### config.mk
export PLATFORM = sky130hd
export DESIGN_NAME = dcache_miss_fsm
export DESIGN_NICKNAME = d
export VERILOG_FILES = /design/src/source/dcache_pkg.sv /design/src/source/dcache_miss_fsm.sv
export SDC_FILE = /design/constraint.sdc
export NUM_CORES = 1
export LEC_CHECK = 0
export BUFFER_PORTS_ARGS = -buffer_cell sky130_fd_sc_hd__buf_4
export CORE_AREA = 2 2 251 253
export CTS_BUF_LIST = sky130_fd_sc_hd__clkbuf_8
export CTS_CLUSTER_DIAMETER = 80
export DETAILED_ROUTE_END_ITERATION = 10
export DIE_AREA = 0 0 253 255
export PLACE_DENSITY = 0.32
export SYNTH_ARGS = -nofsm -noshare
export SYNTH_HDL_FRONTEND = slang
export SYNTH_SLANG_ARGS = --single-unit
### constraint.sdc
create_clock -name clk -period 2.5 [get_ports clk]
set_input_delay 0 -clock clk [delete_from_list [all_inputs] [get_ports clk]]
set_output_delay 0 -clock clk [all_outputs]
set_load 0.005 [all_outputs]
### src/source/dcache_pkg.sv
package dcache_pkg;

    localparam int addr_w         = 32;
    localparam int word_w         = 32;
    localparam int strb_w         = 4;   // one strobe bit per byte
    localparam int words_per_line = 4;
    localparam int line_w         = 128;
    localparam int num_sets       = 16;
    localparam int num_ways       = 2;

    // address fields, low to high
    localparam int offset_w       = 4;
    localparam int index_w        = 4;
    localparam int tag_w          = 24;
    localparam int word_sel_w     = 2;

    typedef enum logic [2:0] {
        LOOKUP,
        MISS_DIRTY,    // victim line waits for the write channel
        WRITEBACK,
        MISS_CLEAN,
        REFILL,
        REFILL_DONE    // re-read before the retried lookup
    } miss_state_t;

endpackage

### src/source/dcache_miss_fsm.sv
`timescale 1ns/1ps

module dcache_miss_fsm (
    input  logic                             clk,
    input  logic                             reset,
    input  logic                             lookup_miss,
    input  logic [dcache_pkg::tag_w-1:0]     held_tag,
    input  logic [dcache_pkg::index_w-1:0]   held_index,
    input  logic                             victim_way,
    input  logic [dcache_pkg::tag_w-1:0]     victim_tag,
    input  logic                             victim_dirty,
    input  logic [dcache_pkg::line_w-1:0]    victim_line,
    input  logic                             mem_rd_rdy,
    input  logic                             mem_ret_valid,
    input  logic [dcache_pkg::line_w-1:0]    mem_ret_data,
    input  logic                             mem_wr_rdy,
    input  logic                             mem_wr_done,
    output logic                             mem_rd_req,
    output logic [dcache_pkg::addr_w-1:0]    mem_rd_addr,
    output logic                             mem_wr_req,
    output logic [dcache_pkg::addr_w-1:0]    mem_wr_addr,
    output logic [dcache_pkg::line_w-1:0]    mem_wr_data,
    output logic                             refill_we,
    output logic [dcache_pkg::index_w-1:0]   refill_index,
    output logic [dcache_pkg::line_w-1:0]    refill_line,
    output logic                             refill_done,
    output dcache_pkg::miss_state_t          miss_state
);
    dcache_pkg::miss_state_t      state;
    dcache_pkg::miss_state_t      state_nxt;
    logic [dcache_pkg::tag_w-1:0] vic_tag_q;

    always_comb begin
        state_nxt = state;
        case (state)
            dcache_pkg::LOOKUP:
                if (lookup_miss)
                    state_nxt = victim_dirty ? dcache_pkg::MISS_DIRTY : dcache_pkg::MISS_CLEAN;
            dcache_pkg::MISS_DIRTY:
                if (mem_wr_rdy)
                    state_nxt = dcache_pkg::WRITEBACK;
            dcache_pkg::WRITEBACK:
                if (mem_wr_done)
                    state_nxt = dcache_pkg::MISS_CLEAN;
            dcache_pkg::MISS_CLEAN:
                if (mem_rd_rdy)
                    state_nxt = dcache_pkg::REFILL;
            dcache_pkg::REFILL:
                if (mem_ret_valid)
                    state_nxt = dcache_pkg::REFILL_DONE;
            default:
                state_nxt = dcache_pkg::LOOKUP;  // REFILL_DONE retries the lookup
        endcase
    end

    always_ff @(posedge clk) begin
        if (reset)
            state <= dcache_pkg::LOOKUP;
        else
            state <= state_nxt;
    end

    // victim is frozen for the whole miss
    always_ff @(posedge clk) begin
        if (state == dcache_pkg::LOOKUP && lookup_miss)
            vic_tag_q <= victim_tag;
    end

    assign mem_rd_req  = (state == dcache_pkg::MISS_CLEAN);
    assign mem_rd_addr = {held_tag, held_index, {dcache_pkg::offset_w{1'b0}}};
    assign mem_wr_req  = (state == dcache_pkg::MISS_DIRTY);
    assign mem_wr_addr = {vic_tag_q, held_index, {dcache_pkg::offset_w{1'b0}}};
    assign mem_wr_data = victim_line;

    assign refill_we    = (state == dcache_pkg::REFILL) && mem_ret_valid;
    assign refill_index = held_index;
    assign refill_line  = mem_ret_data;  // word 0 in the low bits
    assign refill_done  = (state == dcache_pkg::REFILL_DONE);
    assign miss_state   = state;

endmodule

==> impl_results.md <==
- GPL Wtd Cong: 0.5997
- Gr usage total: 3.904%
- CTS Buf Count: 3
- Post-DP HPWL: 12130 um
- Cell depth of the worst setup path: 4
- DRC: 0
- Synthesized area per cell: 9.179 sq um
- Initial antenna violation count: 0
- Crit path required time: 2.75 ns
- Clock network latency to the later pin of the worst-skew pair: 0.29 ns
- Leak: 0.0007891 uW
- Critical Path AT: 1.86 ns
- H-tree Lvls: 1
- Final setup fails: 0
- Worst-path clk slew: 0.11 ns
- FF-to-FF path depth: 4
- PD cells: 383.2 nW/um^2
- PortBufs: 62
- Routed WL per cell: 14.75 um
- Clock Skew: 0.02006 ns
- Via Count: 1329
- IR drop worst, VDD: 0.1629 mV
- Final nets: 468
- CTS resizes: 0
- Min Tclk post-route: 1.616 ns
- Largest net degree at the start of global routing: 25
- Die height: 255 um
- Chip width: 253 um
- Final Max Slew Viols: 0
- Gr ovfl total: 0
- Site row count: 92
- Layout cell share with drive strength beyond 1: 50.67%
- Synthesized flop and latch total: 27
- Status: finished clean
- First-pass GRT wire length: 15860 um
- Vias per inst: 1.400
- Register-to-register setup slack: 0.88 ns
- RSZ-0062 raised after global routing: no
- CP Capture Point: miss_state[2]
- Pre-CTS setup slack: 0.9553 ns
- CP Launch Point: miss_state[1]
- CP Class: register to register
- Synth Instances: 351
- Vias in the first global route: 1440
- Core Box Area: 62160 sq um
- Boundary pin count: 648
- CP max stage cell: dfxtp_1
- CP Cell Sequence: nor2b_1 > a31oi_1 > nor2_1 > dlygate4sd3_1
- Max cap viols: 0
- Setup crit end kind: register
- Initial DRC count: 23
- CP Launch Type: register
- Die ar.: 64520 sq um
- Synth warn: 0
- CTS sink count: 27
- Syn Std Cell Area: 3222 sq um
- PnR worst setup slack: 0.8844 ns
- Fin crit share: 64.62%
- CP max stage delay: 0.56 ns
- CTS tree: done
- Top cell type by total area after synthesis: buf_4
- DRT antenna net count: 0
- Clk buf depth: 2
- Worst Path Max Fanout: 10
- Placed cell count: 918
- Hold Violations, Final: 0
- Delay-heaviest family, CP: flip-flops
- Area contributors post-synth: buf_4 (70%), edfxtp_1 (22%), dfxtp_1 (1.9%)
- Fin Hold WS: 0.000001995 ns
- R2R Path Start: miss_state[1]
- FF-to-FF End: miss_state[2]
- Yosys top cell area share: 69.90%
- Initial Util: 5.183%
- Sequential-to-total area share from yosys stat: 24.23%
- Drt first pass iters: 3
- Worst hold path type: primary input to output port
- Synth unique cells: 24
- Layout area overhead: -13.63%
- F_max: 0.6190 GHz
- Setup tns final: 0 ns
- Crit path buffers/inverters: 1
- Wirelength, routed: 13990 um
- Clk root buf: clkbuf_8
- Final Instance Count excl. Fillers: 949
- Antenna cell count: 0
-- Yosys cell counts, drive strengths merged --
cell type and count:
buf 301, a2111o 1, and2 1, nand3 1, nor3b 2, nand2b 3
nor2 1, nor4 1, a31oi 1, dfxtp 3, clkbuf 1, and3b 1
conb 1, and3 1, nor2b 2, edfxtp 24, o31a 1, a21oi 2
nor3 1, o211ai 1, and4bb 1
-- repair_timing --
item | 4_1_cts | 5_1_grt
endpoints found under the hold margin | 27 | 0
setup buffers | 0 | 0
hold buffers | 27 | 0
-- flip-flops by register name, summed over array words and instances, names as in the netlist --
name	flops
miss_state	3
vic_tag_q	24
-- final cells by class --
type	count	area [sq um]
Clock buffer	3	41.29
Multi-Input combinational cell	29	210.2
Fill cell	7357	59380
Timing Repair Buffer	90	743.2
Tap cell	799	999.7
Clock inverter	1	7.507
Sequential cell	27	780.7
-- metal layers --
layer / GRT usage, % / routed length (um) / part of all wire, %
met1: 1.126 / 1689 / 12
met2: 6.625 / 6633 / 47
met3: 5.197 / 4228 / 30
met4: 4.413 / 1441 / 10
met5: 0 / 0 / 0
-- stage by stage --
| step | util (%) | cell area, sq um | power, uW |
|---|---|---|---|
| final | 4.477 | 2783 | 1066 |
| after global routing | 4.477 | 2783 | 1125 |
| after CTS | 4.477 | 2783 | 1093 |
| after detailed placement | 3.963 | 2464 | 781.1 |
| after global placement | 3.963 | 2464 | 782.5 |
| after floorplan | - | 3253 | 1032 |
-- worst reg2reg max path: stages, from the launching register on --
cell and delay, ns:
dfxtp_1 0.56, nor2b_1 0.26, a31oi_1 0.11, nor2_1 0.10, dlygate4sd3_1 0.54
-- worst min path at each step --
stage | startpoint | endpoint | slack, ns | depth (start not counted)
6_report | victim_line[49] | mem_wr_data[49] | 0.000002 | 0
5_1_grt | mem_ret_data[6] | refill_line[6] | 0.000008 | 0
4_1_cts | victim_line[113] | mem_wr_data[113] | 0.00003 | 0
3_5_place_dp | victim_line[113] | mem_wr_data[113] | 0.00003 | 0
3_3_place_gp | victim_line[113] | mem_wr_data[113] | 0.00003 | 0
2_1_floorplan | reset | miss_state[1] | 0.07 | 1
-- cell families after synthesis --
family                 synth area share, %
flip-flops                           24.23
AND/OR/NAND/NOR                      3.883
buffers and inverters                70.41
AO/OA/AOI/OAI                        1.359
other                               0.1164
-- layout by cell type (no fill, tap or decap), types with 2 or more instances in the layout --
| cell | instances |
|---|---|
| a21oi_1 | 2 |
| buf_4 | 63 |
| clkbuf_8 | 3 |
| conb_1 | 8 |
| dfxtp_1 | 3 |
| dlygate4sd3_1 | 27 |
| edfxtp_1 | 24 |
| nor2b_1 | 2 |
| nor3b_1 | 2 |
-- power by group --
part / switching, uW / internal, uW
Combinational: 85.8 / 134
Clock: 152 / 114
Sequential: 31.2 / 549
Total: 269 / 797
Power figures use the tool's default switching activity.
