==> src/source/dcache_pkg.sv <==
package dcache_pkg;

    localparam int addr_w         = 32;
    localparam int word_w         = 32;
    localparam int strb_w         = 4;   // one strobe bit per byte
    localparam int words_per_line = 4;
    localparam int line_w         = 128;
    localparam int num_sets       = 16;
    localparam int num_ways       = 2;

    // address fields, low to high
    localparam int offset_w       = 4;
    localparam int index_w        = 4;
    localparam int tag_w          = 24;
    localparam int word_sel_w     = 2;

    typedef enum logic [2:0] {
        LOOKUP,
        MISS_DIRTY,    // victim line waits for the write channel
        WRITEBACK,
        MISS_CLEAN,
        REFILL,
        REFILL_DONE    // re-read before the retried lookup
    } miss_state_t;

endpackage

==> src/source/dcache_tag_store.sv <==
`timescale 1ns/1ps

module dcache_tag_store (
    input  logic                                                    clk,
    input  logic                                                    reset,
    input  logic                                                    rd_en,
    input  logic [dcache_pkg::index_w-1:0]                          rd_index,
    input  logic                                                    refill_we,
    input  logic [dcache_pkg::tag_w-1:0]                            refill_tag,
    input  logic [dcache_pkg::index_w-1:0]                          refill_index,
    input  logic                                                    store_we,
    input  logic                                                    store_way,
    input  logic [dcache_pkg::index_w-1:0]                          store_index,
    input  logic                                                    plru_we,
    input  logic                                                    plru_way,
    output logic [dcache_pkg::num_ways-1:0][dcache_pkg::tag_w-1:0] way_tag,
    output logic [dcache_pkg::num_ways-1:0]                         way_valid,
    output logic                                                    victim_way,
    output logic [dcache_pkg::tag_w-1:0]                            victim_tag,
    output logic                                                    victim_dirty
);
    logic [dcache_pkg::tag_w-1:0]    tags  [dcache_pkg::num_ways][dcache_pkg::num_sets];
    logic [dcache_pkg::num_sets-1:0] valid [dcache_pkg::num_ways];
    logic [dcache_pkg::num_sets-1:0] dirty [dcache_pkg::num_ways];
    logic [dcache_pkg::num_sets-1:0] plru;  // way to evict next

    logic [dcache_pkg::num_ways-1:0][dcache_pkg::tag_w-1:0] fwd_tag;
    logic [dcache_pkg::num_ways-1:0] fwd_valid;
    logic [dcache_pkg::num_ways-1:0] fwd_dirty;
    logic [dcache_pkg::num_ways-1:0] dirty_q;
    logic [dcache_pkg::index_w-1:0]  idx_q;

    // write-first on a same-cycle update of the read set
    always_comb begin
        for (int w = 0; w < dcache_pkg::num_ways; w++) begin
            fwd_tag[w]   = tags[w][rd_index];
            fwd_valid[w] = valid[w][rd_index];
            fwd_dirty[w] = dirty[w][rd_index];
            if (refill_we && victim_way == w && refill_index == rd_index) begin
                fwd_tag[w]   = refill_tag;
                fwd_valid[w] = 1'b1;
                fwd_dirty[w] = 1'b0;
            end
            if (store_we && store_way == w && store_index == rd_index)
                fwd_dirty[w] = 1'b1;
        end
    end

    assign victim_way   = plru[idx_q];
    assign victim_tag   = way_tag[victim_way];
    assign victim_dirty = dirty_q[victim_way];

    always_ff @(posedge clk) begin
        if (refill_we)
            tags[victim_way][refill_index] <= refill_tag;
        if (rd_en)
            way_tag <= fwd_tag;
    end

    always_ff @(posedge clk) begin
        if (reset) begin
            for (int w = 0; w < dcache_pkg::num_ways; w++) begin
                valid[w] <= '0;
                dirty[w] <= '0;
            end
            plru      <= '0;
            way_valid <= '0;
            dirty_q   <= '0;
            idx_q     <= '0;
        end else begin
            if (refill_we) begin
                valid[victim_way][refill_index] <= 1'b1;
                dirty[victim_way][refill_index] <= 1'b0;
            end
            if (store_we)
                dirty[store_way][store_index] <= 1'b1;
            if (plru_we)
                plru[idx_q] <= ~plru_way;  // point away from the way just used
            if (rd_en) begin
                way_valid <= fwd_valid;
                dirty_q   <= fwd_dirty;
                idx_q     <= rd_index;
            end
        end
    end

endmodule

==> config.mk <==
export PLATFORM = sky130hd
export DESIGN_NAME = dcache_tag_store
export DESIGN_NICKNAME = d
export VERILOG_FILES = /design/src/source/dcache_pkg.sv /design/src/source/dcache_tag_store.sv
export SDC_FILE = /design/constraint.sdc
export NUM_CORES = 1
export LEC_CHECK = 0
export BUFFER_PORTS_ARGS = -buffer_cell sky130_fd_sc_hd__buf_2
export CORE_MARGIN = 5
export CORE_UTILIZATION = 65
export CTS_CLUSTER_DIAMETER = 200
export DETAILED_ROUTE_END_ITERATION = 10
export GPL_ROUTABILITY_DRIVEN = 0
export HOLD_SLACK_MARGIN = 0.15
export PLACE_DENSITY_LB_ADDON = 0.05
export RECOVER_POWER = 100
export SYNTH_ARGS = -nofsm -noshare
export SYNTH_HDL_FRONTEND = slang
export SYNTH_SLANG_ARGS = --single-unit
==> constraint.sdc <==
create_clock -name clk -period 13.8 [get_ports clk]
set_input_delay 0.69 -clock clk [delete_from_list [all_inputs] [get_ports clk]]
set_output_delay 0.69 -clock clk [all_outputs]
set_load 0.02 [all_outputs]
==> results.toml <==
[clocking]
root_buffer = "clkbuf_16"
post-cts-setup-buffers = 0
clkLatencyLatePin_ns = 0.62
cts_made_buffers = 88
cts_sinks = 904
hold_buffers = 0
cts_max_path_buffers = 3
htreeDepth = 3
cts_resized = 0
clk_pin_slew_ns = 0.06
tritoncts = "done"

[floorplanning]
io_pins = 120
die_area_um2 = 58740
die_h_um = 242.4
std_cell_rows = 85
initial_utilization_pct = 65.35
coreArea_um2 = 53710
die_w_um = 242.4

[sta]
skew_ns = 0.01784
maxSlewHeadroom_pct = -126.1
fmax_mhz = 127.3
fin_crit_sh_pct = 56.90
setup_viol = 0
tns_ns = 0
hold_violations = 0
rsz0062_at_grt = "no"
drv_slew = 837
worst_pin_slew_ns = 3.379
fin_crit_ns = 7.853
whs_ns = 0.4220

[detailed_routing]
firstDrtPassIters = 5
vias = 17580
drtIter0Drc = 1964
dr_wl_met3_um = 6897
ant_nets = 0
wire_per_inst_um = 31.84
routed.top_layer = "met4"
wl_met2_um = 41970
drc_errors = 0
m1WireLength_um = 31530
vias_per_cell = 6.728
wl_um = 83210

[critical_path]
critical_path_class = "reg -> reg"
rrSetupSlack_ns = 5.95
worst-r2r-cell-count = 7
worstPathRequired_ns = 13.95
r2r-start = "idx_q[1]"
crit_path_end_kind = "register"
r2r-end = "tags[0][348]"
endpoint = "tags[0][348]"
arrival_ns = 8.00
cp-start-kind = "register"
cp-startpoint = "idx_q[1]"
crit_fanout = 29

[grt]
grt_pass1_wl_um = 121200
grt_remaining_overflow = 0
grt_usage_pct = 28.41
grt_pass1_vias = 17800
grt_max_degree = 105
antenna_found_initial = 0

[logic_synthesis]
synth.distinct_cells = 42
synthTopCellsByArea = "edfxtp_1, mux4_2, dfxtp_1, mux2_2, nor2_1"
synth_top_area_share_pct = 69.82
synthAdderAreaFrac_pct = 0
yosysMostFrequentCell = "edfxtp_1"
synth-simple-area-share_pct = 3.012
synthMuxAreaShare_pct = 18.68
synth_xor_xnor_area_share_pct = 0.1248
synth-compound-area-share_pct = 1.758
ys_ff_latch = 904
synth_cells = 1693
synth_fp_nets = 1737
avgSynthCellArea_um2 = 20.73
synth_edf_count = 816
yosys.area.top_type = "edfxtp_1"
synthTopCellsByCount = "edfxtp_1, mux4_2, nor2_1"
synthArstFlopShare_pct = 0
ys.flop_type = "edfxtp_1"
synth-warning-count = 0
synth-seq-area-share_pct = 74.84
syn_area_um2 = 35100
synth_top_family_by_area = "multiplexers"

[layout]
diodes = 0
postLayoutCoreUtil_pct = 72.48
drive_gt1_share_pct = 23.89
syn_to_final_growth_pct = 10.92
nets = 1895

[placed_design]
io_buffers = 119
hpwl_um = 45190

[job]
drv_cap = 38

[power]
ir_worst_vdd_v = 0.0001127
power.leakage_nw = 12.15
p_per_area_nw_per_um2 = 143.5

[run_status]
outcome = "complete, but fails checks"
violations = "max-capacitance violations, max-slew violations"

[worst_hold_path]
hold_class = "in -> reg"
-- cell type report --
class / instances / area (um2)
clock buffer: 114 / 2342
clock inverter: 42 / 272.8
fill: 3194 / 14780
inverter: 40 / 150.1
multi-input combinational: 656 / 8339
sequential: 904 / 26270
tap: 696 / 870.8
timing repair buffer: 161 / 689.4
-- routing by layer --
layer / vias to the layer above / global-route usage [%]
li1: 7274 / -
met1: 9268 / 39.57
met3: 167 / 5.417
met4: 0 / 9.836
met2: 871 / 46.46
met5: - / 0
-- placed cells by master, fill, tap and decap left out, types with 2 or more instances in the layout --
cell / synthesis / layout
mux2i_1: 9 / 9
mux2_2: 49 / 48
o32ai_1: 32 / 32
nor3_1: 9 / 9
a311oi_1: 2 / 2
mux4_2: 262 / 262
inv_1: 39 / 40
xnor2_1: 5 / 5
mux2_1: 0 / 2
and2_0: 0 / 4
nand2b_1: 7 / 7
nor2_1: 106 / 97
bufinv_16: 0 / 3
nor2_4: 0 / 9
a21oi_1: 25 / 25
clkinv_1: 0 / 25
a211oi_1: 17 / 17
edfxtp_1: 816 / 816
or3b_2: 2 / 2
nand2_1: 90 / 90
nor4_1: 3 / 3
dfxtp_1: 88 / 88
nand3_1: 8 / 8
inv_6: 0 / 2
buf_2: 25 / 14
buf_4: 3 / 8
nor2b_1: 7 / 7
clkbuf_1: 50 / 160
o21ba_2: 2 / 2
clkinv_2: 0 / 11
nand3b_1: 2 / 2
clkbuf_16: 0 / 90
-- power by group --
group | switching, mW | internal (mW) | total (mW)
Clock | 0.964 | 1.25 | 2.21
Sequential | 0.0188 | 3.03 | 3.05
Combinational | 0.207 | 0.122 | 0.329
-- worst max-delay path: stages, from the launching register on --
cell	delay, ns
dfxtp_1	0.55
mux4_2	0.55
mux2i_1	0.17
mux2_1	1.31
inv_1	0.92
clkbuf_1	0.81
nand2b_1	0.51
nor2_1	2.52
-- how the worst min path moves through the flow --
stage                       from            to  slack (ns)  depth (start not counted)
floorplan           valid[0][14]  valid[0][14]        0.43                          2
global placement    valid[1][15]  valid[1][15]        0.44                          2
detailed placement   valid[1][2]   valid[1][2]        0.46                          2
CTS                    store_way    dirty_q[1]        0.39                          3
global route           store_way    dirty_q[1]        0.44                          3
finish                 store_way    dirty_q[1]        0.42                          3
-- stage by stage --
stage | std cells | area, um2 | power [mW] | setup slack, ns
floorplan | 1693 | 35100 | 3.304 | 9.320
global placement | 2457 | 36740 | 3.434 | 9.511
detailed placement | 2457 | 36740 | 3.441 | 9.442
CTS | 2613 | 39360 | 5.633 | 9.432
global route | 2613 | 38930 | 5.768 | 5.725
finish | 2613 | 38930 | 5.585 | 5.947
-- logic make-up after synthesis --
family                    after synthesis
muxes                                 321
xor gates and xnor gates                5
AOI/OAI and AO/OA                      83
buffers and inverters                 133
and+or+nand+nor                       247
DFF                                   904
-- registers in the layout (all words and copies together), names as in the netlist --
name and cells:
way_valid 2, idx_q 4, valid 32, dirty_q 2
tags 768, plru 16, dirty 32, way_tag 48
Power figures use the tool's default switching activity.
