## src/source/dcache_pkg.sv

```systemverilog
package dcache_pkg;

    localparam int addr_w         = 32;
    localparam int word_w         = 32;
    localparam int strb_w         = 4;   // one strobe bit per byte
    localparam int words_per_line = 4;
    localparam int line_w         = 128;
    localparam int num_sets       = 16;
    localparam int num_ways       = 2;

    // address fields, low to high
    localparam int offset_w       = 4;
    localparam int index_w        = 4;
    localparam int tag_w          = 24;
    localparam int word_sel_w     = 2;

    typedef enum logic [2:0] {
        LOOKUP,
        MISS_DIRTY,    // victim line waits for the write channel
        WRITEBACK,
        MISS_CLEAN,
        REFILL,
        REFILL_DONE    // re-read before the retried lookup
    } miss_state_t;

endpackage

```

## src/source/dcache_req_stage.sv

```systemverilog
`timescale 1ns/1ps

module dcache_req_stage (
    input  logic                                                    clk,
    input  logic                                                    reset,
    input  logic                                                    req_valid,
    input  logic                                                    req_write,
    input  logic [dcache_pkg::addr_w-1:0]                           req_addr,
    input  logic [dcache_pkg::word_w-1:0]                           req_wdata,
    input  logic [dcache_pkg::strb_w-1:0]                           req_wstrb,
    input  logic [dcache_pkg::num_ways-1:0][dcache_pkg::tag_w-1:0] way_tag,
    input  logic [dcache_pkg::num_ways-1:0]                         way_valid,
    input  logic [dcache_pkg::word_w-1:0]                           hit_word,
    input  logic                                                    refill_done,
    input  dcache_pkg::miss_state_t                                 miss_state,
    output logic                                                    busy,
    output logic [dcache_pkg::word_w-1:0]                           rdata,
    output logic                                                    rd_en,
    output logic [dcache_pkg::index_w-1:0]                          rd_index,
    output logic [dcache_pkg::tag_w-1:0]                            held_tag,
    output logic [dcache_pkg::index_w-1:0]                          held_index,
    output logic                                                    lookup_miss,
    output logic                                                    hit_way,
    output logic [dcache_pkg::word_sel_w-1:0]                       word_sel,
    output logic                                                    store_we,
    output logic                                                    store_way,
    output logic [dcache_pkg::index_w-1:0]                          store_index,
    output logic [dcache_pkg::word_sel_w-1:0]                       store_word,
    output logic [dcache_pkg::word_w-1:0]                           store_data,
    output logic                                                    plru_we,
    output logic                                                    plru_way
);
    logic                            pend;
    logic                            held_write;
    logic [dcache_pkg::word_w-1:0]   held_wdata;
    logic [dcache_pkg::strb_w-1:0]   held_wstrb;
    logic [dcache_pkg::num_ways-1:0] hit;
    logic                            hit_any;
    logic                            lookup_ok;
    logic                            accept;
    logic                            store_hit;
    logic [dcache_pkg::word_w-1:0]   merged;

    always_comb begin
        for (int w = 0; w < dcache_pkg::num_ways; w++) begin
            hit[w] = way_valid[w] && (way_tag[w] == held_tag);
        end
    end

    assign hit_any     = |hit;
    assign hit_way     = hit[1];
    assign lookup_ok   = (miss_state == dcache_pkg::LOOKUP);
    assign lookup_miss = pend && lookup_ok && !hit_any;
    assign store_hit   = pend && lookup_ok && hit_any && held_write;
    assign busy        = pend && (!lookup_ok || !hit_any || held_write);  // loads finish on hit
    assign accept      = req_valid && !busy;
    assign rdata       = hit_word;

    assign rd_en    = accept || refill_done;
    assign rd_index = refill_done ? held_index
                                  : req_addr[dcache_pkg::offset_w +: dcache_pkg::index_w];

    assign plru_we  = pend && lookup_ok && hit_any;
    assign plru_way = hit_way;

    always_comb begin
        for (int b = 0; b < dcache_pkg::strb_w; b++) begin
            merged[b*8 +: 8] = held_wstrb[b] ? held_wdata[b*8 +: 8] : hit_word[b*8 +: 8];
        end
    end

    always_ff @(posedge clk) begin
        if (reset) begin
            pend     <= 1'b0;
            store_we <= 1'b0;
        end else begin
            if (accept)
                pend <= 1'b1;
            else if (!busy || store_hit)
                pend <= 1'b0;
            store_we <= store_hit;  // array write one cycle after the hit
        end
    end

    always_ff @(posedge clk) begin
        if (accept) begin
            held_write <= req_write;
            held_tag   <= req_addr[dcache_pkg::addr_w-1 -: dcache_pkg::tag_w];
            held_index <= req_addr[dcache_pkg::offset_w +: dcache_pkg::index_w];
            word_sel   <= req_addr[dcache_pkg::offset_w-1 -: dcache_pkg::word_sel_w];
            held_wdata <= req_wdata;
            held_wstrb <= req_wstrb;
        end
        if (store_hit) begin
            store_way   <= hit_way;
            store_index <= held_index;
            store_word  <= word_sel;
            store_data  <= merged;
        end
    end

endmodule

```

## config.mk

```make
export PLATFORM = sky130hd
export DESIGN_NAME = dcache_req_stage
export DESIGN_NICKNAME = d
export VERILOG_FILES = /design/src/source/dcache_pkg.sv /design/src/source/dcache_req_stage.sv
export SDC_FILE = /design/constraint.sdc
export NUM_CORES = 1
export LEC_CHECK = 0
export BUFFER_PORTS_ARGS = -buffer_cell sky130_fd_sc_hd__buf_2
export CORE_ASPECT_RATIO = 1.5
export CORE_MARGIN = 1
export CORE_UTILIZATION = 30
export DETAILED_ROUTE_END_ITERATION = 12
export PLACE_DENSITY = 0.6
export SETUP_SLACK_MARGIN = 0.15
export SYNTH_ARGS = -nofsm -noshare
export SYNTH_HDL_FRONTEND = slang
export SYNTH_SLANG_ARGS = --single-unit
```

## constraint.sdc

```tcl
create_clock -name clk -period 19.1 [get_ports clk]
set_input_delay 5.73 -clock clk [delete_from_list [all_inputs] [get_ports clk]]
set_output_delay 5.73 -clock clk [all_outputs]
set_load 0.02 [all_outputs]
```

==> results.md, run 1 <==
- Largest net degree at the start of global routing: 68
- Post-CTS sizing: 0
- Core area: 0.0151 sq mm
- CP endpoint kind: primary output
- Synth Instances: 280
- Drt pass-1 iters: 4
- Antenna Diode Count: 0
- Pwr/cell area: 82.8 mW/mm^2
- Routability congestion estimate: 0.778
- Setup crit start kind: input port
- Final setup violation count: 0
- Post-route core utilization: 0.416
- RSZ-0062 raised after global routing: no
- Via Count: 3196
- Flop pwr share: 0.534
- Syn nets: 438
- CTS tree: built
- Yosys top cell area share: 0.689
- Post-synth ARST share: 0
- Maximum clock rate: 76.3 MHz
- Longest Clk Path Bufs: 2
- Mean Syn Cell Area: 16.5 sq um
- WL per Instance: 16.2 microns
- Mux cell area share after synthesis: 0.0877
- Vias in the first global route: 3206
- NetSw: 0.128 mW
- Post-Synth Simple-Gate Area: 0.0517
- Die area: 0.0159 sq mm
- I/O pins: 270
- FF+latch count, synth: 108
- Pins Over Slew Limit: 0
- Synth cell types: 25
- Leading post-synthesis cells by cell area: edfxtp_1 69%, xnor2_1 9.1%, mux2_2 8.8%, buf_4 5.4%, nand4_1 2.4%
- Slew HR: 0.398
- Number of DRC markers in iteration 0: 118
- Routed vias/inst: 4.40
- Post-CTS repair timing setup buffer count: 0
- Initial Util: 0.307
- LEAKAGE: 2.50 nW
- Layout overhead on the synthesized area: 35.6%
- Logic pwr share: 0.121
- Hold Path Class: flop to flop
- Root Buffer: clkbuf_16
- Worst Clk Skew: 0.00794 ns
- DRC viols: 0
- Detailed Route WL: 11800 microns
- Final HPWL DP: 9180 microns
- MaxCap Viol Count: 0
- Num CTS Buffers: 9
- Hold_buf cts: 0
- Worst-Margin Slew: 0.903 ns
- Post-synthesis xor/xnor area fraction: 0.0910
- Switching fraction of total power: 0.246
- Synth warnings: 0
- GRT Util Overall: 0.142
- Post-Syn Area: 0.00462 sq mm
- Setup Crit Path Kind: input port to primary output
- Critical path arrival: 7.37 ns
- Crit path time final: 13.10 ns
- CTS HTree Levels: 3
- Leading area contributor after synthesis: edfxtp_1
- Post-synthesis sequential area ratio: 0.697
- Largest family of logic cells by synthesized area: XOR/XNOR gates
- Die W: 103 microns
- Worst Path Required: 13.37 ns
- Layout cells sized above 1: 0.616
- TNS Setup: 0 ns
- Port bufs: 267
- Post-synth EDFFs: 106
- Die Y: 154 microns
- Cell row count: 55
- Worst VDD drop: 0.0375 mV
- Outcome: finished clean
- Critical Path Fanout Max: 6
- Synth Area in Adders: 0
- Initial antenna violation count: 1
- Post-route ant nets: 0
- Internal Power: 0.391 mW
- Grt ovf: 0
- Final Cycle Share: 0.686
- Nets@finish: 681
- CTS Sinks: 108
- Most used flip-flop cell after synthesis: edfxtp_1
- Fin. Hold Viols: 0
- Compound-gate portion of the synthesized area: 0.0130
- Worst-skew pair later-pin latency: 0.34 ns
- First-pass GRT wire length: 16500 microns
- Worst-path clk slew: 0.08 ns
- Clk pwr share: 0.345
area by class of cell:
type	count	area [sq um]
well taps	199	249
repair buffers	270	1360
multi-input cells	132	1140
inverters	2	7.51
flip-flops and latches	108	3220
fillers	1461	8800
clock inverters	7	60.1
clock buffers	9	225
sequential cells by signal, indices dropped and copies added (netlist names), 2 cells and up:
name	flops
held_wdata	32
store_data	32
held_tag	24
held_index	4
held_wstrb	4
store_index	4
store_word	2
word_sel	2
path summary, 6_finish.rpt:
check	cells after the start	slack [ns]	startpoint	endpoint
setup / recovery	7	6.00	way_tag[29]	busy
hold / removal	0	0.46	word_sel[0]$_DFFE_PP_	store_word[0]$_DFFE_PP_
setup reg to reg	6	16.21	held_tag[5]$_DFFE_PP_	held_wstrb[1]$_DFFE_PP_
hold reg to reg	0	0.46	word_sel[0]$_DFFE_PP_	store_word[0]$_DFFE_PP_
synthesized netlist by cell type (2+ instances only):
cell / number
a21oi_1: 3
buf_4: 33
clkbuf_1: 5
dfxtp_1: 2
edfxtp_1: 106
inv_1: 2
mux2_2: 36
nand2_1: 4
nand3_1: 2
nand4_1: 18
nor3_1: 4
nor4_1: 3
o31a_1: 2
or3_1: 2
xnor2_1: 48
cells by family (layout without fill, tap and decap cells):
family / Yosys count / in the layout
flip-flops: 108 / 108
multiplexers: 36 / 36
buffers and inverters: 40 / 288
AND/OR/NAND/NOR: 39 / 39
AO/OA/AOI/OAI: 9 / 9
XOR/XNOR: 48 / 48
routing by layer:
| layer | part of all wire | vias up | wire [microns] | global-route usage |
|---|---|---|---|---|
| met5 | 0.0014 | - | 16 | 0 |
| met4 | 0.019 | 2 | 224 | 0.0597 |
| li1 | - | 1511 | - | - |
| met2 | 0.53 | 188 | 6290 | 0.263 |
| met3 | 0.073 | 21 | 860 | 0.0359 |
| met1 | 0.37 | 1474 | 4390 | 0.147 |
cell usage in the layout, fill, tap and decap left out, types with 2 or more instances in the layout:
| master | n |
|---|---|
| nand2_1 | 4 |
| dfxtp_1 | 2 |
| or3_1 | 2 |
| inv_1 | 2 |
| edfxtp_1 | 106 |
| a21oi_1 | 3 |
| nor4_1 | 3 |
| nor3_1 | 3 |
| clkinvlp_4 | 2 |
| clkbuf_16 | 9 |
| buf_2 | 267 |
| inv_8 | 2 |
| nand3_1 | 2 |
| xnor2_1 | 48 |
| mux2_2 | 36 |
| nand4_1 | 18 |
| buf_4 | 3 |
| o31a_1 | 2 |
power by group through the flow:
stage | sequential [mW] | combinational (mW) | clock, mW
floorplan | 0.285 | 0.0339 | 0
global placement | 0.282 | 0.0625 | 0
detailed placement | 0.283 | 0.0634 | 0
CTS | 0.277 | 0.0637 | 0.187
global route | 0.278 | 0.0679 | 0.194
finish | 0.277 | 0.0629 | 0.179
critical path: stages:
cell	delay, ns
buf_2	0.10
xnor2_1	0.33
nand4_1	0.14
nor4b_1	0.32
a22oi_1	0.28
o31a_1	0.31
buf_2	0.16
through the flow:
stage	cells	power (mW)	instance area (sq um)	hold slack (ns)	setup WS (ns)
floorplan	280	0.319	4620	0.488	6.28
CTS	727	0.528	6270	0.462	6.01
global route	727	0.540	6270	0.473	5.91
global placement	711	0.345	5980	0.424	6.01
finish	727	0.519	6270	0.462	6.00
detailed placement	711	0.346	5980	0.443	6.03
(Power assumes the default switching activity.)
==> run 2, diff against run 1 <==
--- a/config.mk
+++ b/config.mk
@@ -5,12 +5,13 @@
 export SDC_FILE = /design/constraint.sdc
 export NUM_CORES = 1
 export LEC_CHECK = 0
+export ABC_AREA = 1
 export BUFFER_PORTS_ARGS = -buffer_cell sky130_fd_sc_hd__buf_2
 export CORE_ASPECT_RATIO = 1.5
 export CORE_MARGIN = 1
 export CORE_UTILIZATION = 30
 export DETAILED_ROUTE_END_ITERATION = 12
-export PLACE_DENSITY = 0.6
+export PLACE_DENSITY = 0.58
 export SETUP_SLACK_MARGIN = 0.15
 export SYNTH_ARGS = -nofsm -noshare
 export SYNTH_HDL_FRONTEND = slang
==> constraint.sdc (replaced) <==
create_clock -name clk -period 13.2 [get_ports clk]
set_input_delay 3.96 -clock clk [delete_from_list [all_inputs] [get_ports clk]]
set_output_delay 3.96 -clock clk [all_outputs]
set_load 0.02 [all_outputs]
==> run 2 against run 1 <==
Against the previous run:
- design area increased by 9.0%
- via count up 30%
- clock skew increased by 0.0057 ns
- first-iteration DRC count increased by 51%
- setup slack got worse by 2.2 ns
- highest routed layer unchanged
- register-to-register slack worse by 6.0 ns
- non-clock buffer count is 1 lower
- critical path type unchanged
- combinational power increased by 72%
- largest cell class unchanged
- largest power group unchanged
- routed wire length rose by 26%
- critical path depth rose by 3
- total power rose by 50%
==> results.md, run 2 <==
- Final setup violation count: 0
- Setup crit start kind: input port
- Clk pwr share: 0.344
- Post-synth EDFFs: 106
- Port bufs: 267
- NetSw: 0.209 mW
- Worst-Margin Slew: 0.617 ns
- Top flop regs: held_wdata x32, store_data x32, held_tag x24
- Most frequent cells in the layout: 267 x buf_2, 136 x nand2_1, 106 x edfxtp_1
- Synth Instances: 496
- Layout overhead on the synthesized area: 31.8%
- Drt pass-1 iters: 4
- Worst-skew pair later-pin latency: 0.34 ns
- Post-route ant nets: 0
- Mean Syn Cell Area: 10.5 sq um
- TNS Setup: 0 ns
- Initial antenna violation count: 6
- Grt ovf: 0
- Number of DRC markers in iteration 0: 178
- Largest net degree at the start of global routing: 43
- First-pass GRT wire length: 21600 microns
- LEAKAGE: 3.32 nW
- Die Y: 163 microns
- Logic pwr share: 0.138
- Initial Util: 0.308
- CTS Sinks: 108
- Maximum clock rate: 106 MHz
- CP Buf/Inv Count: 3
- Synth warnings: 0
- Core area: 0.0168 sq mm
- Post-CTS repair timing setup buffer count: 0
- Via Count: 4159
- Hold_buf cts: 0
- Crit-path slowest cell: nor3_1
- Hold Path Class: flop to flop
- Post-route core utilization: 0.406
- CP endpoint kind: primary output
- Worst Path Required: 9.24 ns
- R2R Path Start: held_tag[5]$_DFFE_PP_
- Leading area contributor after synthesis: edfxtp_1
- CTS HTree Levels: 3
- Slew HR: 0.588
- Design area: 0.00683 sq mm
- CP Depth: 10
- Placed cell areas: 0.00654 sq mm
- Tot Pwr: 0.781 mW
- Post-synthesis sequential area ratio: 0.621
- Die area: 0.0178 sq mm
- Reg2Reg Depth: 12
- Internal Power: 0.572 mW
- Setup Crit Path Kind: input port to primary output
- Hold Slack: 0.461 ns
- RSZ-0062 raised after global routing: no
- Syn nets: 654
- Cell row count: 58
- Final Cycle Share: 0.712
- Switching fraction of total power: 0.267
- Most used flip-flop cell after synthesis: edfxtp_1
- Worst VDD drop: 0.0540 mV
- Worst-path clk slew: 0.08 ns
- WL per Instance: 15.5 microns
- Crit path time final: 9.40 ns
- MaxCap Viol Count: 0
- Routability congestion estimate: 0.905
- Count leader, synth: nand2_1
- Outcome: finished clean
- Post-CTS sizing: 0
- Layout cells sized above 1: 0.440
- Critical Path Fanout Max: 2
- FF+latch count, synth: 108
- Pwr/cell area: 114 mW/mm^2
- Post-Syn Area: 0.00519 sq mm
- Worst Clk Skew: 0.0136 ns
- Detailed Route WL: 14800 microns
- CTS tree: built
- Flop pwr share: 0.517
- CP delay by family, top: simple AND/OR/NAND/NOR gates
- GRT Util Overall: 0.168
- Nets@finish: 897
- I/O pins: 270
- DRC viols: 0
- Num CTS Buffers: 9
- Fin. Hold Viols: 0
- Hold depth: 0
- Largest stage delay, worst path: 0.41 ns
- Die W: 109 microns
- Pins Over Slew Limit: 0
- Hold path start: word_sel[1]$_DFFE_PP_
- Setup crit start: way_tag[10]
- Final HPWL DP: 12000 microns
- Root Buffer: clkbuf_16
- Longest Clk Path Bufs: 2
- Filler instances: 1726
- Commonest non-fill, non-tap cell in the layout: buf_2
- Critical path arrival: 5.44 ns
- Vias in the first global route: 4140
- Routed vias/inst: 4.35
- Post-synth ARST share: 0
- Worst-path cell chain: buf_2 > inv_1 > nand2_1 > nand2_1 > nor2_1 > nand4_1 > nor3_1 > nand2_1 > a21oi_1 > buf_2
- Cell mode on critical path: nand2_1
- Yosys top cell area share: 0.614
- Synth cell types: 24
- Post-synth top cells: 136 x nand2_1, 106 x edfxtp_1, 68 x inv_1, 52 x nor2_1, 33 x buf_4
- Leading post-synthesis cells by cell area: edfxtp_1 61%, nand2_1 9.8%, mux2_2 6.9%, inv_1 4.9%, buf_4 4.8%
-- run 2: layout make-up --
class,count,area [sq um],area share
Sequential cell,108,3220,0.472
Multi-Input combinational cell,280,1430,0.210
Timing Repair Buffer,269,1350,0.198
Inverter,71,267,0.0390
Tap cell,210,263,0.0384
Clock buffer,9,225,0.0330
Clock inverter,7,66.3,0.00970
Antenna cell,2,5.00,0.000732
-- run 2: power by group through the flow --
| stage | sequential, mW | clock [mW] | combinational [mW] |
|---|---|---|---|
| 6_report | 0.404 | 0.269 | 0.108 |
| 5_1_grt | 0.406 | 0.291 | 0.120 |
| 4_1_cts | 0.404 | 0.279 | 0.109 |
| 3_5_place_dp | 0.412 | 0 | 0.109 |
| 3_3_place_gp | 0.412 | 0 | 0.108 |
| 2_1_floorplan | 0.415 | 0 | 0.0596 |
-- run 2: metrics by stage --
stage,setup slack (ns),instances
floorplan,4.31,496
global placement,3.83,938
detailed placement,3.82,938
CTS,3.81,954
global route,3.68,954
finish,3.80,956
-- run 2: kinds of logic after synthesis --
family,Yosys count,synth area share
multiplexers,32,0.0695
XOR/XNOR,9,0.0152
buffers and inverters,108,0.102
AND/OR/NAND/NOR,228,0.180
flip-flops,108,0.621
AO/OA/AOI/OAI,11,0.0118
-- run 2: worst reg2reg max path, delay by kind of cell, from the launching register on --
family | cells | cell delay (ns)
DFF | 1 | 0.49
buffers and inverters | 2 | 1.08
and+or+nand+nor | 10 | 1.04
-- run 2: path summary, 6_finish.rpt --
kind,to,slack [ns]
setup / recovery,plru_we,3.80
hold / removal,store_word[1]$_DFFE_PP_,0.46
setup reg to reg,held_wdata[11]$_DFFE_PP_,10.19
hold reg to reg,store_word[1]$_DFFE_PP_,0.46
-- run 2: routing by layer --
layer | global-route usage | vias up | wire, microns
met2 | 0.316 | 180 | 7960
li1 | - | 2072 | -
met4 | 0.0752 | 8 | 474
met3 | 0.0459 | 31 | 1020
met1 | 0.166 | 1868 | 5280
met5 | 0 | - | 46
==> run 3, diff against run 2 <==
==> constraint.sdc (replaced) <==
create_clock -name clk -period 9.45 [get_ports clk]
set_input_delay 2.835 -clock clk [delete_from_list [all_inputs] [get_ports clk]]
set_output_delay 2.835 -clock clk [all_outputs]
set_load 0.02 [all_outputs]
==> run 3 against run 2 <==
Against the previous run:
- clock skew down 0.0032 ns
- sequential power grew 40%
- first-iteration DRC count increased by 5.6%
==> results.md, run 3 (synthesis gave the netlist of run 2 again) <==
- Post-route core utilization: 0.406
- Cell row count: 58
- Num CTS Buffers: 9
- WL per Instance: 15.2 microns
- Slew HR: 0.378
- CP endpoint kind: primary output
- Largest net degree at the start of global routing: 68
- Via Count: 4176
- Post-CTS repair timing setup buffer count: 0
- Crit path time final: 7.15 ns
- TNS Setup: 0 ns
- GRT Util Overall: 0.163
- Worst-Margin Slew: 0.933 ns
- Tot Pwr: 1.09 mW
- Layout cells sized above 1: 0.440
- Die Y: 163 microns
- DRC viols: 0
- Fin. Hold Viols: 0
- Worst-skew pair later-pin latency: 0.35 ns
- Final WS setup: 2.30 ns
- Setup Crit Path Kind: input port to primary output
- Commonest non-fill, non-tap cell in the layout: buf_2
- Port bufs: 267
- CTS tree: built
- Layout overhead on the synthesized area: 31.8%
- Hold_buf cts: 0
- Root Buffer: clkbuf_16
- Critical Path Fanout Max: 2
- Drt pass-1 iters: 4
- Dpl ws: 2.36 ns
- Grt ovf: 0
- Switching fraction of total power: 0.267
- First-pass GRT wire length: 21000 microns
- Routability congestion estimate: 0.912
- Flop pwr share: 0.517
- CTS Sinks: 108
- LEAKAGE: 3.32 nW
- CTS HTree Levels: 3
- Die W: 109 microns
- Internal Power: 0.799 mW
- Pwr/cell area: 159 mW/mm^2
- Vias in the first global route: 4116
- Core area: 0.0168 sq mm
- Critical path arrival: 4.31 ns
- Detailed Route WL: 14500 microns
- I/O pins: 270
- Final Cycle Share: 0.756
- Initial Util: 0.308
- NetSw: 0.291 mW
- Top flop regs: held_wdata x32, store_data x32, held_tag x24
- Most frequent cells in the layout: 267 x buf_2, 136 x nand2_1, 106 x edfxtp_1
- Logic pwr share: 0.138
- Pins Over Slew Limit: 0
- Post-CTS sizing: 0
- RSZ-0062 raised after global routing: no
- Routed vias/inst: 4.37
- Die area: 0.0178 sq mm
- Outcome: finished clean
- Nets@finish: 897
- Worst VDD drop: 0.0925 mV
- MaxCap Viol Count: 0
- Initial antenna violation count: 5
- Layout Cells excl Fill: 955
- Maximum clock rate: 140 MHz
- Worst-path clk slew: 0.08 ns
- Setup crit start kind: input port
- Clk pwr share: 0.344
- Hold Path Class: flop to flop
- Longest Clk Path Bufs: 2
- Final setup violation count: 0
- Worst Path Required: 6.62 ns
- Worst Clk Skew: 0.0104 ns
- Post-route ant nets: 0
- Number of DRC markers in iteration 0: 188
- DP Cell Count: 938
- Final HPWL DP: 11700 microns
run 3: cell count changes in the layout (fill, tap and decap cells not counted):
cell / previous run / this run
clkinv_8: 1 / 2
diode_2: 2 / 1
clkinv_4: 0 / 1
inv_6: 4 / 3
inv_8: 1 / 0
run 3: final cells by class:
| type | instances | area, sq um |
|---|---|---|
| Clock inverter | 7 | 71.3 |
| Timing Repair Buffer | 269 | 1350 |
| Fill cell | 1738 | 10000 |
| Sequential cell | 108 | 3220 |
| Tap cell | 210 | 263 |
| Clock buffer | 9 | 225 |
| Antenna cell | 1 | 2.50 |
| Inverter | 71 | 267 |
| Multi-Input combinational cell | 280 | 1430 |
run 3: power groups by stage:
stage | logic [mW] | clock network [mW] | registers, mW
after detailed placement | 0.152 | 0 | 0.576
after global placement | 0.151 | 0 | 0.575
after floorplan | 0.0833 | 0 | 0.579
after CTS | 0.153 | 0.390 | 0.565
after global routing | 0.167 | 0.400 | 0.567
final | 0.151 | 0.375 | 0.564
run 3: metrics by stage:
stage | hold WS, ns | instance area, sq um
final | 0.466 | 6840
after global routing | 0.479 | 6830
after CTS | 0.472 | 6830
after detailed placement | 0.444 | 6540
after global placement | 0.433 | 6540
after floorplan | 0.485 | 5190
run 3: critical path, cell delays in order:
cell	delay, ns
buf_2	0.09
inv_1	0.04
nand2_1	0.11
nand2_1	0.07
nor2_1	0.15
nand4_1	0.10
nor3_1	0.42
nand2_1	0.18
a21oi_1	0.14
buf_2	0.18
run 3: path summary, 6_finish.rpt:
check                                      startpoint                 endpoint  slack (ns)  cells after the start
worst max-delay path                      way_tag[10]                  plru_we        2.30                     10
worst min-delay path            word_sel[0]$_DFFE_PP_  store_word[0]$_DFFE_PP_        0.47                      0
worst max register to register  held_tag[5]$_DFFE_PP_   held_tag[11]$_DFFE_PP_        6.77                     12
worst min register to register  word_sel[0]$_DFFE_PP_  store_word[0]$_DFFE_PP_        0.47                      0
run 3: per-layer routing:
| metal | vias to the layer above | GRT usage | wire length (microns) |
|---|---|---|---|
| met5 | - | 0 | 44 |
| met3 | 31 | 0.0479 | 1190 |
| li1 | 2070 | - | - |
| met1 | 1879 | 0.161 | 4990 |
| met2 | 188 | 0.304 | 7880 |
| met4 | 8 | 0.0733 | 433 |
